--- src/rtl/aprPkg.sv ---
// Shared widths, microcode codes and bus types for the APR device; import wherever needed
`default_nettype none

package aprPkg;

   //////////////////////////////////////////////////
   // Data path
   //////////////////////////////////////////////////

   // Full data path width
   // Bit 0 is the MSB in PDP-10 numbering
   localparam int DP_WIDTH = 36;

   // Status flags live in data path bits 24 to 31
   localparam int NUM_FLAGS = 8;
   localparam int FLAG_LSB = 24;

   // First data path bit of the APR flags word
   localparam int APR_LSB = 22;

   // Bits loaded by the enable register, 22 to 32
   localparam int DPEN_W = 11;

   // Constant ones at the bottom of the flags word
   localparam int ONES_W = 3;
   localparam logic [0:ONES_W-1] APR_ONES = '1;

   //////////////////////////////////////////////////
   // Microcode
   //////////////////////////////////////////////////

   // Control ROM word width
   localparam int CROM_WIDTH = 108;

   // Special function select field
   localparam int SPEC_SEL_W = 5;

   // Special function codes seen by this device
   localparam logic [SPEC_SEL_W-1:0] SPEC_SEL_LOADAPR = 5'o14;
   localparam logic [SPEC_SEL_W-1:0] SPEC_SEL_APRFLAGS = 5'o25;

   // Everything else in the microword
   localparam int CROM_REST_W = CROM_WIDTH - 1 - SPEC_SEL_W;

   //////////////////////////////////////////////////
   // Bus types
   //////////////////////////////////////////////////

   // Microword as seen by the APR
   typedef struct packed {
      // Special function enable
      logic specEn;
      // Special function select
      logic [SPEC_SEL_W-1:0] specSel;
      // Remaining fields, not decoded here
      logic [CROM_REST_W-1:0] rest;
   } cromT;

   // Decoded APR strobes
   // Both already qualified by the clock enable
   typedef struct packed {
      logic loadApr;
      logic writeFlags;
   } aprStrobeT;

   // APR flags word, data path bits 22 to 35
   typedef struct packed {
      // Bit 22
      logic trapEn;
      // Bit 23
      logic pageEn;
      // Bits 24 to 31, bit 24 leftmost
      logic [0:NUM_FLAGS-1] flags;
      // Bit 32
      logic intReq;
      // Bits 33 to 35
      logic [0:ONES_W-1] ones;
   } aprFlagsT;

endpackage

`default_nettype wire
--- src/rtl/aprDevice.sv ---
// APR status and interrupt device top level; decoder, eight flag cells and the mask
`default_nettype none

module aprDevice
   import aprPkg::*;
(
   input  wire logic clk,
   input  wire logic rst,
   // Clock enable, freezes all state when low
   input  wire logic clken,
   // Control ROM word
   input  wire cromT crom,
   // Data path, bit 0 is MSB
   input  wire logic [0:DP_WIDTH-1] dp,
   // Hardware event lines, one per flag
   input  wire logic [0:NUM_FLAGS-1] eventIntr,
   // APR flags word, data path 22 to 35
   output aprFlagsT aprFlags
);

   //////////////////////////////////////////////////
   // Internal nets
   //////////////////////////////////////////////////

   // Decoded strobes
   aprStrobeT strobe;

   // Outputs of the flag cells
   logic [0:NUM_FLAGS-1] flagVec;

   // Enable-register slice of the data path
   logic [0:DPEN_W-1] dpEnable;

   // Bits 22 to 32
   assign dpEnable = dp[APR_LSB +: DPEN_W];

   //////////////////////////////////////////////////
   // Microcode decode
   //////////////////////////////////////////////////

   specDecode u_specDecode (
      .clken  (clken),
      .crom   (crom),
      .strobe (strobe)
   );

   //////////////////////////////////////////////////
   // Status flags
   //////////////////////////////////////////////////

   // Cell i holds data path bit 24 + i
   for (genvar i = 0; i < NUM_FLAGS; i++)
   begin : g_flag
      aprFlagCell u_aprFlagCell (
         .clk       (clk),
         .rst       (rst),
         .strobe    (strobe),
         .dpBit     (dp[FLAG_LSB + i]),
         .eventIntr (eventIntr[i]),
         .flag      (flagVec[i])
      );
   end

   //////////////////////////////////////////////////
   // Enables, mask and flags word
   //////////////////////////////////////////////////

   aprIntrMask u_aprIntrMask (
      .clk      (clk),
      .rst      (rst),
      .strobe   (strobe),
      .dpEnable (dpEnable),
      .flags    (flagVec),
      .aprFlags (aprFlags)
   );

endmodule

`default_nettype wire

--- src/rtl/aprIntrMask.sv ---
// APR enable register, interrupt request masking and assembly of the APR flags word
`default_nettype none

module aprIntrMask
   import aprPkg::*;
(
   input  wire logic clk,
   input  wire logic rst,
   // Strobes from the decoder
   input  wire aprStrobeT strobe,
   // Data path bits 22 to 32
   input  wire logic [0:DPEN_W-1] dpEnable,
   // Status flags, flag 24 first
   input  wire logic [0:NUM_FLAGS-1] flags,
   // Architectural flags word
   output aprFlagsT aprFlags
);

   //////////////////////////////////////////////////
   // Enable register layout
   //////////////////////////////////////////////////

   // Same bit order as data path 22 to 32
   typedef struct packed {
      // Bit 22
      logic trapEn;
      // Bit 23
      logic pageEn;
      // Bits 24 to 31, one per flag
      logic [0:NUM_FLAGS-1] intEn;
      // Bit 32
      logic swInt;
   } aprEnableT;

   // Enable register contents
   aprEnableT enableReg;

   // Flags that pass their enable
   logic [0:NUM_FLAGS-1] maskedFlags;

   // Combined interrupt request
   logic intReq;

   //////////////////////////////////////////////////
   // Enable register
   //////////////////////////////////////////////////

   // Loaded as a whole by the load-enables function
   always_ff @(posedge clk or posedge rst)
   begin
      if (rst)
      begin
         enableReg <= '0;
      end
      else if (strobe.loadApr)
      begin
         // Layout matches dpEnable bit for bit
         enableReg <= dpEnable;
      end
   end

   //////////////////////////////////////////////////
   // Interrupt mask
   //////////////////////////////////////////////////

   // Disabled flags are dropped here
   assign maskedFlags = flags & enableReg.intEn;

   // Any enabled flag, or the software request
   assign intReq = (|maskedFlags) | enableReg.swInt;

   //////////////////////////////////////////////////
   // Flags word
   //////////////////////////////////////////////////

   always_comb
   begin
      aprFlags.trapEn = enableReg.trapEn;
      aprFlags.pageEn = enableReg.pageEn;
      // Raw flags, not the masked ones
      aprFlags.flags = flags;
      aprFlags.intReq = intReq;
      // Architecturally always set
      aprFlags.ones = APR_ONES;
   end

endmodule

`default_nettype wire

--- src/rtl/aprFlagCell.sv ---
// One APR status flag bit; written from the data path, forced to one by its event line
`default_nettype none

module aprFlagCell
   import aprPkg::*;
(
   input  wire logic clk,
   input  wire logic rst,
   // Strobes from the decoder
   input  wire aprStrobeT strobe,
   // This flag's data path bit
   input  wire logic dpBit,
   // Hardware event for this flag
   input  wire logic eventIntr,
   // Stored flag
   output logic flag
);

   //////////////////////////////////////////////////
   // Flag register
   //////////////////////////////////////////////////

   // Only a flag write touches the bit
   // Event wins over the data bit during a write
   // Lets software clear a flag while hardware re-asserts it
   always_ff @(posedge clk or posedge rst)
   begin
      if (rst)
      begin
         flag <= 1'b0;
      end
      else if (strobe.writeFlags)
      begin
         if (eventIntr)
         begin
            // Pending condition sticks
            flag <= 1'b1;
         end
         else
         begin
            // Plain write from the data path
            flag <= dpBit;
         end
      end
   end

endmodule

`default_nettype wire

--- src/rtl/specDecode.sv ---
// Microword special-field decoder; turns the two APR special functions into strobes
`default_nettype none

module specDecode
   import aprPkg::*;
(
   // Clock enable level
   input  wire logic clken,
   // Current control ROM word
   input  wire cromT crom,
   // Decoded strobes
   output aprStrobeT strobe
);

   //////////////////////////////////////////////////
   // Qualification
   //////////////////////////////////////////////////

   // Special function active this cycle
   logic specActive;

   // No strobe unless the clock is enabled
   assign specActive = clken & crom.specEn;

   //////////////////////////////////////////////////
   // Select decode
   //////////////////////////////////////////////////

   // Only two codes matter to the APR
   // Everything else is somebody else's special function
   always_comb
   begin
      strobe = '0;
      if (specActive)
      begin
         case (crom.specSel)
            // Load trap, paging and interrupt enables
            SPEC_SEL_LOADAPR:
            begin
               strobe.loadApr = 1'b1;
            end
            // Write the status flags
            SPEC_SEL_APRFLAGS:
            begin
               strobe.writeFlags = 1'b1;
            end
            // Not an APR function
            default:
            begin
               strobe = '0;
            end
         endcase
      end
   end

   // Note that crom.rest is carried in the type but never looked at here.
   // The microsequencer and data path decode those fields themselves.

endmodule

`default_nettype wire

--- config.mk ---
export PLATFORM = sky130hd
export DESIGN_NAME = aprDevice
export DESIGN_NICKNAME = d
export VERILOG_FILES = /design/src/rtl/aprPkg.sv /design/src/rtl/aprDevice.sv /design/src/rtl/aprIntrMask.sv /design/src/rtl/aprFlagCell.sv /design/src/rtl/specDecode.sv
export SDC_FILE = /design/constraint.sdc
export NUM_CORES = 1
export LEC_CHECK = 0
export BUFFER_PORTS_ARGS = -buffer_cell sky130_fd_sc_hd__buf_2
export CORE_MARGIN = 2
export CORE_UTILIZATION = 24
export DETAILED_ROUTE_END_ITERATION = 12
export GPL_TIMING_DRIVEN = 0
export HOLD_SLACK_MARGIN = 0.03
export PLACE_DENSITY = 0.8
export SYNTH_ARGS = -nofsm -noshare
export SYNTH_HDL_FRONTEND = slang
export SYNTH_SLANG_ARGS = --single-unit
--- constraint.sdc ---
create_clock -name clk -period 0.9 [get_ports clk]
set_input_delay 0 -clock clk [delete_from_list [all_inputs] [get_ports clk]]
set_output_delay 0 -clock clk [all_outputs]
set_load 0.02 [all_outputs]
==> impl_metrics.json <==
{
  "status": "finished, violations left",
  "violations": "hold timing, setup timing",
  "start_kind": "register",
  "synth_seq_cells": 19,
  "vdd_ir_drop_max_mv": 1.067,
  "utilization_pct": 43.51,
  "power_density_nw_per_um2": 1351,
  "routabilityCongestion": 0.7603,
  "finalWirelength_mm": 2.532,
  "setup_viol": 19,
  "cp_max_fo": 2,
  "core-area_sq_um": 3971,
  "grt_max_degree": 20,
  "synth_cells": 80,
  "ys_async_sr_fraction_pct": 100.0,
  "reg2reg_slack_ps": 20,
  "io_buffer_count": 38,
  "syn2layout_area_growth_pct": 74.59,
  "dieArea_sq_um": 4653,
  "fin_nets": 309,
  "synth.largest_area_cell": "dfrtp_1",
  "synth_common_cells": "dfrtp_1 (19), buf_4 (14), mux2_4 (10)",
  "clk_pin_slew_ps": 70,
  "core.rowCount": 23,
  "grt-ovfl-total": 0,
  "wire_per_inst_um": 12.47,
  "switching_share_pct": 26.50,
  "cp.arrival_ps": 1360,
  "clkLatencyLatePin_ps": 250,
  "finalCriticalPeriod_ps": 1365,
  "fmax_mhz": 732.6,
  "hp-class": "input pin to asynchronous set/reset pin",
  "io_pins": 169,
  "cts-root-buf": "clkbuf_8",
  "crit_start": "g_flag[3].u_aprFlagCell.flag",
  "p_seq_share_pct": 43.6,
  "num_vias": 806,
  "max_slew_margin_pct": 50.65,
  "fin_worst_skew_ps": 0,
  "post-dp-hpwl_mm": 1.593,
  "synth.distinct_cells": 18,
  "r2r-end": "u_aprIntrMask.aprFlags[13]",
  "maxSlewViolCount": 0,
  "ys_seq_area_share_pct": 48.04,
  "antennaDiodeCount": 0,
  "grt_pass1_wl_mm": 3.739,
  "drive_gt1_share_pct": 54.25,
  "synth_area_per_cell_sq_um": 12.37,
  "synth_area_sq_um": 989.7,
  "drc_errors": 0,
  "drtIter0Drc": 19,
  "cts_sinks": 19,
  "cts_tree": "done",
  "rsz0062_at_grt": "true",
  "htreeDepth": 1,
  "crit_type": "register to primary output",
  "regToRegStartpoint": "u_aprIntrMask.aprFlags[13]",
  "dieHeight_um": 68.22,
  "grt_pass1_vias": 831,
  "fin_cells": 203,
  "hold_viol_final": 19,
  "dp.cells": 170,
  "p_leak_nw": 0.9031,
  "start_util_pct": 24.92,
  "ys_top_cells_by_area": "dfrtp_1 (48%), mux2_4 (15%), buf_4 (11%)",
  "antenna_found_initial": 0,
  "setup_ws_ps": -465.0,
  "synth_enable_flop_cells": 0,
  "cts_buffer_depth": 2,
  "ys.flop_type": "dfrtp_1",
  "cp-end-kind": "primary output",
  "drt-vias-per-instance": 3.970,
  "firstDrtPassIters": 4,
  "cts_buffers": 3,
  "reg2reg_depth": 2,
  "whs_ps": -138.8,
  "min_period_over_period_pct": 151.7,
  "internal_power_mw": 1.716,
  "crit_required_ps": 900,
  "cap_violations": 0,
  "yosys_warnings": 0,
  "clkPwrFrac_pct": 25.3,
  "p_switching_uw": 618.6,
  "synth.most_common_cell": "dfrtp_1",
  "grt_use_total_pct": 11.45,
  "route.antenna.remaining_nets": 0,
  "die_w_um": 68.22,
  "worst_pin_slew_ps": 739.4,
  "synth_top_area_share_pct": 48.04,
  "power_frac_comb_pct": 31.1
}
-- worst max path at each step --
| stage | end | depth (start not counted) |
|---|---|---|
| after floorplan | u_aprIntrMask.aprFlags[12] | 4 |
| after global placement | u_aprIntrMask.enableReg[8] | 5 |
| after detailed placement | u_aprIntrMask.enableReg[2] | 5 |
| after CTS | aprFlags[3] | 4 |
| after global routing | aprFlags[3] | 4 |
| final | aprFlags[3] | 4 |
-- what timing repair did --
item                                    CTS  global route
buffers inserted                          8             4
cloned                                    1             0
pin swaps                                 3             2
hold buffers                             18             1
endpoints found under the setup margin   30            22
resized for setup                        27            11
hold endpoints to repair                 37            20
-- power by group through the flow --
| stage | Combinational [mW] | Clock (mW) | Sequential, mW |
|---|---|---|---|
| 2_1_floorplan | 0.384 | 0 | 1.01 |
| 3_3_place_gp | 0.529 | 0 | 1.03 |
| 3_5_place_dp | 0.537 | 0 | 1.03 |
| 4_1_cts | 0.688 | 0.605 | 1.01 |
| 5_1_grt | 0.785 | 0.657 | 1.03 |
| 6_report | 0.726 | 0.592 | 1.02 |
-- state kept, by name, indices dropped and copies added (netlist names) --
name and cells:
u_aprIntrMask.enableReg 9, g_flag.u_aprFlagCell.flag 8, u_aprIntrMask.aprFlags 2
-- layout by cell type (no fill, tap or decap), types with 2 or more instances in the layout --
| master | count |
|---|---|
| buf_2 | 26 |
| buf_6 | 21 |
| conb_1 | 3 |
| dfrtp_1 | 19 |
| buf_4 | 13 |
| mux2i_1 | 7 |
| clkbuf_8 | 3 |
| nor2_1 | 8 |
| mux2_4 | 10 |
| inv_1 | 9 |
| buf_12 | 2 |
| dlygate4sd3_1 | 19 |
-- cell type report --
class | count | area [sq um]
Fill cell | 391 | 2243
Timing Repair Buffer | 70 | 593.1
Sequential cell | 19 | 475.5
Multi-Input combinational cell | 39 | 387.9
Buffer | 12 | 128.9
Tap cell | 50 | 62.56
Clock buffer | 3 | 41.29
Inverter | 9 | 33.78
Clock inverter | 1 | 5.005
-- worst max-delay path, cell delays in order, from the launching register on --
cell and delay (ps):
dfrtp_1 380, a22o_1 240, a221oi_2 180, nand3_1 150, buf_6 160
-- through the flow --
| stage | power [mW] | worst slack (ps) | setup TNS, ps | instance area, sq um |
|---|---|---|---|---|
| after floorplan | 1.394 | -326.4 | -4383 | 1007 |
| after global placement | 1.556 | -466.6 | -8833 | 1260 |
| after detailed placement | 1.567 | -484.6 | -9021 | 1260 |
| after CTS | 2.304 | -493.4 | -2975 | 1660 |
| after global routing | 2.470 | -544.6 | -3895 | 1728 |
| final | 2.335 | -465.0 | -2945 | 1728 |
-- kinds of logic after synthesis --
family	count (synthesis)	synth area share, %
buffers and inverters	24	15.17
muxes	19	24.40
and+or+nand+nor	13	8.722
AOI/OAI and AO/OA	4	3.287
DFF	19	48.04
other	1	0.3789
-- per-layer routing --
| layer | routed length [um] | vias to the layer above | global-route usage [%] |
|---|---|---|---|
| li1 | - | 397 | - |
| met1 | 936 | 363 | 12.24 |
| met2 | 1362 | 36 | 20.75 |
| met3 | 129 | 10 | 3.618 |
| met4 | 104 | 0 | 4.500 |
| met5 | 0 | - | 0 |
(Power assumes the default switching activity.)
